<file path="src/verilog/fcore_consts.svh">
`ifndef FCORE_CONSTS_SVH
`define FCORE_CONSTS_SVH

// Instruction store geometry, one entry is two bus words
`define ISTORE_DEPTH 256

// AXI4-Lite write port
`define AXI_DATA_WIDTH 32
`define AXI_ADDR_WIDTH 11  // 2 words x 256 entries x 4 bytes

// Register file index width
`define REG_ADDR_WIDTH 6

// Fixed watchdog allowance on top of the per-write and per-entry budget
`define WATCHDOG_BASE_NS 400

`endif

</file>
<file path="src/verilog/istore_pkg.sv">
`include "fcore_consts.svh"

package istore_pkg;

    // ----------------------------------------
    // Bus side
    // ----------------------------------------
    typedef logic [`AXI_DATA_WIDTH-1:0] axi_word_t;
    typedef logic [`AXI_ADDR_WIDTH-1:0] byte_addr_t;

    localparam logic [1:0] RESP_OKAY   = 2'b00;
    localparam logic [1:0] RESP_SLVERR = 2'b10;

    // ----------------------------------------
    // Store side
    // ----------------------------------------
    typedef logic [$clog2(`ISTORE_DEPTH)-1:0] entry_addr_t;

    // Low word from the even address, high word from the odd one
    typedef logic [2*`AXI_DATA_WIDTH-1:0] entry_t;

endpackage
</file>
<file path="src/verilog/fetch_sequencer.sv">
`timescale 1ns/1ps

module fetch_sequencer (
    input  logic                                     clock_in,
    input  logic                                     reset_in,
    input  logic                                     run,
    input  logic [$bits(istore_pkg::entry_addr_t):0] program_length,
    output logic                                     fetch_valid,
    output istore_pkg::entry_addr_t                  fetch_addr,
    output logic                                     last
);

    localparam int LEN_W = $bits(istore_pkg::entry_addr_t) + 1;

    logic                    busy_q;
    logic                    empty_q;   // Zero-length run, last without a fetch
    logic [LEN_W-1:0]        length_q;
    istore_pkg::entry_addr_t pc_q;
    logic                    at_end;

    assign at_end = LEN_W'(pc_q) == length_q - LEN_W'(1);

    assign fetch_valid = busy_q;
    assign fetch_addr  = pc_q;
    assign last        = (busy_q && at_end) || empty_q;

    always_ff @(posedge clock_in) begin
        if (!reset_in) begin
            busy_q  <= 1'b0;
            empty_q <= 1'b0;
            pc_q    <= '0;
        end else begin
            empty_q <= 1'b0;
            if (busy_q) begin
                pc_q <= pc_q + 1'b1;
                if (at_end) begin
                    busy_q <= 1'b0;
                end
            end else if (run && !empty_q) begin  // Runs while busy are dropped
                pc_q <= '0;
                if (program_length == '0) begin
                    empty_q <= 1'b1;
                end else begin
                    busy_q <= 1'b1;
                end
            end
        end
    end

    // Length captured at start
    always_ff @(posedge clock_in) begin
        if (run && !busy_q) begin
            length_q <= program_length;
        end
    end

endmodule

</file>
<file path="config.mk">
export PLATFORM = sky130hd
export DESIGN_NAME = fetch_sequencer
export DESIGN_NICKNAME = d
export VERILOG_FILES = /design/src/verilog/istore_pkg.sv /design/src/verilog/fetch_sequencer.sv
export VERILOG_INCLUDE_DIRS = /design/src /design/src/verilog
export SDC_FILE = /design/constraint.sdc
export NUM_CORES = 1
export LEC_CHECK = 0
export BUFFER_PORTS_ARGS = -buffer_cell sky130_fd_sc_hd__buf_4
export CAP_MARGIN = 0
export CORE_UTILIZATION = 45
export DETAILED_ROUTE_END_ITERATION = 8
export PLACE_DENSITY_LB_ADDON = 0.08
export SYNTH_ARGS = -nofsm -noshare
export SYNTH_HDL_FRONTEND = slang
export SYNTH_SLANG_ARGS = --single-unit
</file>
<file path="constraint.sdc">
create_clock -name clock_in -period 3.6 [get_ports clock_in]
set_input_delay 0.18 -clock clock_in [delete_from_list [all_inputs] [get_ports clock_in]]
set_output_delay 0.18 -clock clock_in [all_outputs]
set_load 0.02 [all_outputs]
</file>
==> run_results.csv <==
group,metric,value,unit
status,run_status,"finished clean",
layout,syn2layout_area_growth,19.4,%
placed_design,hpwl,1700,um
layout,design_area,1240,um2
synthesis,synth_nets,124,
clock_tree,cts-resized-gates,0,
timing,max_slew.worst_pin.slew,0.776,ns
route,vias_per_cell,5.63,
timing,period_share,67.1,%
layout,final_common_cell,"buf_4",
critical_path,regToRegSetupSlack,1.76,ns
power,power.total,409,uW
floorplanning,die_h,50.0,um
power,powerDensity,330,nW/um2
synthesis,synth_top_area_share,26.0,%
clock_tree,clockBufferDepth,2,
layout,fin_nets,147,
floorplanning,pin_count,22,
placed_design,io_buffers,21,
placed_design,gp_congestion,0.807,
critical_path,cp_max_fo,8,
synthesis,yosysUniqueCellTypes,35,
synthesis,yosysTopAreaCell,"edfxtp_1",
power,ir_drop,0.259,mV
clock_tree,htreeDepth,1,
critical_path,critPathSlowestCell,"edfxtp_1",
critical_path,critPathMaxStageDelay,0.48,ns
global_routing,grt_usage,21.2,%
synthesis,synth_area_leaders,"edfxtp_1 (26%), dfxtp_1 (19%), xnor2_1 (5.9%), a21oi_1 (4.3%), nand3_1 (3.9%)",
floorplanning,die-width,50.0,um
synthesis,ys_seq_area_share,45.3,%
route,route.detailed.drc,0,
timing,holdWs,0.0634,ns
timing,finalClockSkew,0.00424,ns
critical_path,crit_path_cell_trace,"inv_1 -> ha_1 -> nand2_1 -> or3_1 -> a211o_1 -> nand3_1 -> a31o_1 -> buf_4",
synthesis,ys_ff_latch,19,
layout,final_cell_mix,"buf_4 (21), dfxtp_1 (10), a21oi_1 (9), edfxtp_1 (9)",
clock_tree,cts_buffers,3,
layout,antennaDiodeCount,0,
synthesis,async_reset_ff_share,0,%
global_routing,grt_first_pass_wirelength,3930,um
critical_path,worstPathRequired,3.42,ns
timing,setup_viol,0,
route,drt_iter0_drc,22,
route,wire_per_inst,14.0,um
clock_tree,cts_root_buffer,"clkbuf_4",
power,p_leak,0.000465,uW
timing,clock.fmax,414,MHz
synthesis,syn_avg_cell_area,9.44,um2
timing,tns,0,ns
synthesis,synth_warnings,0,
floorplanning,coreArea,2190,um2
synthesis,synthCells,110,
global_routing,grt_antenna_before_repair,0,
global_routing,grt_max_degree,12,
global_routing,grt_pass1_vias,841,
clock_tree,path_clk_slew,0.11,ns
clock_tree,ctsHoldBuffers,0,
placed_design,placed_area,1210,um2
critical_path,cp-start-kind,"flip-flop",
route,dr.pass1.iters,4,
critical_path,crit_arrival,2.24,ns
hold_path,hold-path-cell-count,1,
critical_path,cp-end-kind,"output port",
route,vias,900,
floorplanning,rows,17,
timing,fin_crit,2.42,ns
layout,layout-drive-gt1-share,21.2,%
timing,relSlewSlack,48.2,%
job,cap_violations,0,
critical_path,setup.worst_path.class,"flip-flop to output port",
clock_tree,post-cts-setup-buffers,0,
timing,rsz0062_at_grt,"false",
timing,maxSlewViolCount,0,
hold_path,hold_path_class,"input pin to flip-flop",
synthesis,synth_ff_type,"dfxtp_1",
timing,finalHoldViolCount,0,
global_routing,gr-total-overflow,0,
clock_tree,cts.sinks,19,
synthesis,synth_area,1040,um2
floorplanning,die_area,2500,um2
clock_tree,cts_tree,"done",
route,drt-total-wl,2240,um
route,detail-route-antenna-nets,0,
synthesis,synth_edf_count,9,
floorplanning,start_util,47.4,%
critical_path,worst-r2r-cell-count,7,
clock_tree,clkLatencyLatePin,0.30,ns
[power by group]
part | leakage (uW) | total [uW] | switching [uW] | internal, uW
logic | 0.000283 | 51.2 | 26.8 | 24.4
registers | 0.000167 | 248 | 12.6 | 235
clock network | 0.0000150 | 110 | 66.8 | 43.1
total | 0.000465 | 409 | 106 | 303
[routing by layer]
layer  vias to the layer above  global-route usage [%]  share of wire, %
met4                         0                    9.05              0.76
met1                       429                    27.9                47
li1                        444                       -                 -
met3                         2                    3.70               3.5
met2                        25                    33.8                48
met5                         -                       0                 0
[per-stage QoR]
stage	worst slack [ns]	instances	utilization, %
global route	1.02	160	56.6
finish	1.18	160	56.6
global placement	1.59	156	55.4
floorplan	1.70	110	-
detailed placement	1.52	156	55.4
CTS	1.17	160	56.6
[path summary, 6_finish.rpt]
path / startpoint / to
worst max-delay path: length_q[0]$_DFFE_PP_ / last
worst min-delay path: program_length[4] / length_q[4]$_DFFE_PP_
worst max register to register: length_q[0]$_DFFE_PP_ / fetch_valid$_SDFF_PN0_
worst min register to register: fetch_addr[4]$_SDFFE_PN0P_ / fetch_addr[4]$_SDFFE_PN0P_
[synthesized netlist by cell type, types with 2 or more instances]
master	number
inv_1	4
buf_2	2
nor2_1	8
nand4_1	2
xnor2_1	7
dfxtp_1	10
xor2_1	4
nor3_1	7
nand2_1	8
o211ai_1	2
nand3_1	8
ha_1	2
a31oi_1	3
or3_1	2
a21oi_1	9
nand2b_1	4
and3_1	2
edfxtp_1	9
[flip-flops by register name, indices dropped and copies added (netlist names)]
register / flops
length_q: 9
fetch_addr: 8
empty_q: 1
fetch_valid: 1
[worst max-delay path: cells and delay by family, from the launching register on]
family	cells	cell delay, ns
AND/OR/NAND/NOR	3	0.49
adder cells (fa/ha/maj)	1	0.33
AO/OA/AOI/OAI	2	0.41
buffers and inverters	2	0.23
flip-flops	1	0.48
[cell type report]
| class | instances | area [um2] |
|---|---|---|
| Multi-Input combinational cell | 84 | 536 |
| Clock buffer | 4 | 26.3 |
| Fill cell | 207 | 951 |
| Sequential cell | 19 | 470 |
| Inverter | 4 | 15.0 |
| Tap cell | 28 | 35.0 |
| Timing Repair Buffer | 21 | 158 |
[logic make-up (layout without fill, tap and decap cells)]
logic type      count (synthesis)  count (layout)  synth area share (%)
compound gates                 20              20                  11.8
xor+xnor                       11              11                  9.28
fa+ha+maj                       2               2                  2.41
buf+inv                         7              29                  3.13
flops                          19              19                  45.3
mux                             3               3                  3.13
simple gates                   48              48                  24.9
Power figures use the tool's default switching activity.
