==> src/verilog/fcore_consts.svh <==
`ifndef FCORE_CONSTS_SVH
`define FCORE_CONSTS_SVH

// Instruction store geometry, one entry is two bus words
`define ISTORE_DEPTH 256

// AXI4-Lite write port
`define AXI_DATA_WIDTH 32
`define AXI_ADDR_WIDTH 11  // 2 words x 256 entries x 4 bytes

// Register file index width
`define REG_ADDR_WIDTH 6

// Fixed watchdog allowance on top of the per-write and per-entry budget
`define WATCHDOG_BASE_NS 400

`endif

==> src/verilog/isa_pkg.sv <==
`include "fcore_consts.svh"

package isa_pkg;

    localparam int OPCODE_WIDTH = 5;

    // Legal opcodes, every other encoding is illegal
    typedef enum logic [OPCODE_WIDTH-1:0] {
        OP_NOP  = 5'd0,
        OP_ADD  = 5'd1,
        OP_SUB  = 5'd2,
        OP_MUL  = 5'd3,
        OP_LDC  = 5'd4,
        OP_SHL  = 5'd5,
        OP_SHR  = 5'd6,
        OP_BGT  = 5'd7,
        OP_STOP = 5'd8
    } opcode_t;

    typedef logic [`REG_ADDR_WIDTH-1:0] reg_idx_t;

    // ----------------------------------------
    // Entry layout, bits 31 to 23 reserved
    // ----------------------------------------
    localparam int OPCODE_LSB = 0;   // Bits 4..0
    localparam int DEST_LSB   = 5;   // Bits 10..5
    localparam int SRC_A_LSB  = 11;  // Bits 16..11
    localparam int SRC_B_LSB  = 17;  // Bits 22..17
    localparam int IMM_LSB    = 32;  // Whole high half
    localparam int IMM_WIDTH  = `AXI_DATA_WIDTH;

endpackage

==> src/verilog/istore_pkg.sv <==
`include "fcore_consts.svh"

package istore_pkg;

    // ----------------------------------------
    // Bus side
    // ----------------------------------------
    typedef logic [`AXI_DATA_WIDTH-1:0] axi_word_t;
    typedef logic [`AXI_ADDR_WIDTH-1:0] byte_addr_t;

    localparam logic [1:0] RESP_OKAY   = 2'b00;
    localparam logic [1:0] RESP_SLVERR = 2'b10;

    // ----------------------------------------
    // Store side
    // ----------------------------------------
    typedef logic [$clog2(`ISTORE_DEPTH)-1:0] entry_addr_t;

    // Low word from the even address, high word from the odd one
    typedef logic [2*`AXI_DATA_WIDTH-1:0] entry_t;

endpackage
==> src/verilog/instruction_decoder.sv <==
`timescale 1ns/1ps

module instruction_decoder (
    input  logic                  clock_in,
    input  logic                  reset_in,
    input  istore_pkg::entry_t    entry,
    input  logic                  entry_valid,
    input  logic                  last_in,
    output logic                  instr_valid,
    output isa_pkg::opcode_t      opcode,
    output isa_pkg::reg_idx_t     dest,
    output isa_pkg::reg_idx_t     src_a,
    output isa_pkg::reg_idx_t     src_b,
    output istore_pkg::axi_word_t immediate,
    output logic                  illegal,
    output logic                  done
);

    localparam int REG_W = $bits(isa_pkg::reg_idx_t);

    isa_pkg::opcode_t raw_op;
    logic             op_legal;

    assign raw_op = isa_pkg::opcode_t'(entry[isa_pkg::OPCODE_LSB +: isa_pkg::OPCODE_WIDTH]);

    // Membership test against the enumeration
    always_comb begin
        case (raw_op)
            isa_pkg::OP_NOP, isa_pkg::OP_ADD, isa_pkg::OP_SUB,
            isa_pkg::OP_MUL, isa_pkg::OP_LDC, isa_pkg::OP_SHL,
            isa_pkg::OP_SHR, isa_pkg::OP_BGT, isa_pkg::OP_STOP: op_legal = 1'b1;
            default: op_legal = 1'b0;
        endcase
    end

    // ----------------------------------------
    // Field registers
    // ----------------------------------------
    always_ff @(posedge clock_in) begin
        if (entry_valid) begin
            opcode    <= raw_op;
            dest      <= entry[isa_pkg::DEST_LSB +: REG_W];
            src_a     <= entry[isa_pkg::SRC_A_LSB +: REG_W];
            src_b     <= entry[isa_pkg::SRC_B_LSB +: REG_W];
            immediate <= entry[isa_pkg::IMM_LSB +: isa_pkg::IMM_WIDTH];
            illegal   <= !op_legal;  // Other fields still decode
        end
    end

    always_ff @(posedge clock_in) begin
        if (!reset_in) begin
            instr_valid <= 1'b0;
            done        <= 1'b0;
        end else begin
            instr_valid <= entry_valid;
            done        <= last_in;
        end
    end

endmodule

==> config.mk <==
export PLATFORM = sky130hd
export DESIGN_NAME = instruction_decoder
export DESIGN_NICKNAME = d
export VERILOG_FILES = /design/src/verilog/isa_pkg.sv /design/src/verilog/istore_pkg.sv /design/src/verilog/instruction_decoder.sv
export VERILOG_INCLUDE_DIRS = /design/src /design/src/verilog
export SDC_FILE = /design/constraint.sdc
export NUM_CORES = 1
export LEC_CHECK = 0
export ABC_CLOCK_PERIOD_IN_PS = 800
export CORE_AREA = 10 10 64 66
export CTS_BUF_LIST = sky130_fd_sc_hd__clkbuf_8
export CTS_CLUSTER_SIZE = 24
export DETAILED_ROUTE_END_ITERATION = 6
export DIE_AREA = 0 0 74 76
export DONT_BUFFER_PORTS = 1
export PLACE_DENSITY = 0.77
export REMOVE_ABC_BUFFERS = 1
export SYNTH_ARGS = -nofsm -noshare
export SYNTH_HDL_FRONTEND = slang
export SYNTH_SLANG_ARGS = --single-unit
==> constraint.sdc <==
create_clock -name clock_in -period 0.8 [get_ports clock_in]
set_input_delay 0.16 -clock clock_in [delete_from_list [all_inputs] [get_ports clock_in]]
set_output_delay 0.16 -clock clock_in [all_outputs]
set_load 0.02 [all_outputs]
==> impl_metrics.env <==
export IMPL_vias_per_cell=5.25
export IMPL_drv_cap=0
export IMPL_cts_buffers=9
export IMPL_initial_utilization_pct=59.7
export IMPL_holdBufCountCts=57
export IMPL_antenna_found_initial=1
export IMPL_drtPass1Iterations=4
export IMPL_cp_num_cells=0
export IMPL_antenna_left=0
export IMPL_h_tree_depth=3
export IMPL_nFillCells=112
export IMPL_syn_avg_cell_area_um2=27.7
export IMPL_yosys_warnings=0
export IMPL_fin_util_pct=87.3
export IMPL_hold_class="input pin to flip-flop"
export IMPL_fin_nets=199
export IMPL_p_per_area_mw_per_mm2=2630
export IMPL_crit_fanout=1
export IMPL_placed_cells=96
export IMPL_cp_arrival_ns=0.82
export IMPL_layoutNonFillerInstCount=170
export IMPL_grt_max_degree=58
export IMPL_status="finished with violations"
export IMPL_die_width_um=74
export IMPL_cts_buffer_depth=2
export IMPL_grt_pass1_vias=1008
export IMPL_criticalPathCategory="flip-flop to output port"
export IMPL_num_io_pins=126
export IMPL_die_h_um=76
export IMPL_violations="hold timing, setup timing"
export IMPL_cts_setup_buffers=0
export IMPL_netlist_instances=63
export IMPL_period_minus_slack_ns=0.985
export IMPL_ys_seq_area_share_pct=98.5
export IMPL_track_usage_pct=16.6
export IMPL_fp_coreArea_mm2=0.00293
export IMPL_cts_tree="yes"
export IMPL_finalCritPeriodShare_pct=123
export IMPL_ys_ff_latch=58
export IMPL_drc_errors=0
export IMPL_fmax_mhz=1020
export IMPL_drt_initial_drc_count=60
export IMPL_globalplace_congestion=0.648
export IMPL_ir_drop_mv=2.28
export IMPL_wire_per_inst_um=27.5
export IMPL_setup_slack_ns=-0.185
export IMPL_power_mw=6.72
export IMPL_hold_slack_ns=-0.0496
export IMPL_area_growth_pct=46.2
export IMPL_grt_pass1_wl_mm=6.45
export IMPL_p_leak_nw=0.913
export IMPL_overflow=0
export IMPL_finalHoldViolations=57
export IMPL_cp_end_kind="output port"
export IMPL_yosysUniqueCellTypes=5
export IMPL_cp_start_kind="flip-flop"
export IMPL_max_slew_margin_pct=83.2
export IMPL_setup_viol=58
export IMPL_slew_viol_final=0
export IMPL_syn_area_mm2=0.00175
export IMPL_final_layout_size_suffix_gt1_share_pct=12.5
export IMPL_routed_wirelength_mm=4.67
export IMPL_clkSinkCount=58
export IMPL_dieArea_mm2=0.00562
export IMPL_vias=892
export IMPL_rsz0062_at_grt="yes"
export IMPL_worst_hold_path_num_cells=0
export IMPL_cts_root_buf="clkbuf_8"
export IMPL_portBuffers=0
export IMPL_clk_pin_slew_worst_paths_ns=0.06
export IMPL_fp_row_count=20
export IMPL_critical_path_required_ns=0.64
export IMPL_worstMarginPinSlew_ns=0.250
-- cell families after synthesis --
family,share of synthesized area (%)
DFF,98.5
and+or+nand+nor,1.50
-- cell usage in the layout (no fill, tap or decap) --
cell           netlist  final
nor4_1               1      1
dlygate4sd3_1        0     57
diode_2              0      1
edfxtp_1            56     56
bufinv_16            0      1
inv_1                0      1
clkbuf_8             0      9
and2_1               2      2
dfxtp_4              0      2
clkinv_2             0      4
clkinvlp_4           0      1
nor2_1               2      2
-- state kept, by name, indices dropped and copies added (netlist names) --
name,count
dest,6
done,1
illegal,1
immediate,32
instr_valid,1
opcode,5
src_a,6
src_b,6
-- per-layer routing --
layer	track usage, %	up-vias	part of all wire, %
met5	0	-	0
met1	14.1	422	31
met4	8.77	0	1.7
li1	-	390	-
met3	10.4	6	13
met2	28.2	74	55
-- report_power, final --
| group | switching [mW] | total, mW | internal (mW) |
|---|---|---|---|
| sequential | 0.408 | 4.02 | 3.61 |
| clock | 1.06 | 2.46 | 1.40 |
| combinational | 0.0519 | 0.241 | 0.190 |
-- area by class of cell --
type | instances | area [um^2] | share of cell area [%]
Sequential cell | 58 | 1730 | 67.7
Timing Repair Buffer | 57 | 571 | 22.3
Clock buffer | 9 | 124 | 4.85
Clock inverter | 7 | 61.3 | 2.40
Tap cell | 33 | 41.3 | 1.62
Multi-Input combinational cell | 5 | 26.3 | 1.03
Antenna cell | 1 | 2.50 | 0.0979
-- through the flow --
stage	TNS [ns]	area [um^2]	hold slack [ns]	worst slack, ns
floorplan	0	1750	0.259	0.0745
global placement	0	1790	0.259	0.0535
detailed placement	0	1790	0.259	0.0459
CTS	-10.51	2550	-0.0651	-0.204
global route	-10.87	2550	-0.0690	-0.219
finish	-9.27	2550	-0.0496	-0.185
-- Yosys cell counts (all sizes together) --
cell,instances,share of area [%]
and2,2,0.72
dfxtp,2,2.3
nor2,2,0.43
edfxtp,56,96
nor4,1,0.36
-- path summary, 6_finish.rpt --
| check | startpoint | end | slack [ns] |
|---|---|---|---|
| worst max-delay path | opcode[0] | opcode[0] | -0.18 |
| worst min-delay path | entry_valid | src_b[5] | -0.05 |
-- what timing repair did --
action / 4_1_cts / 5_1_grt
hold endpoints to repair: 113 / 57
resized for setup: 4 / 0
endpoints found under the setup margin: 58 / 58
Note: power is estimated with default switching activity, not from simulation.
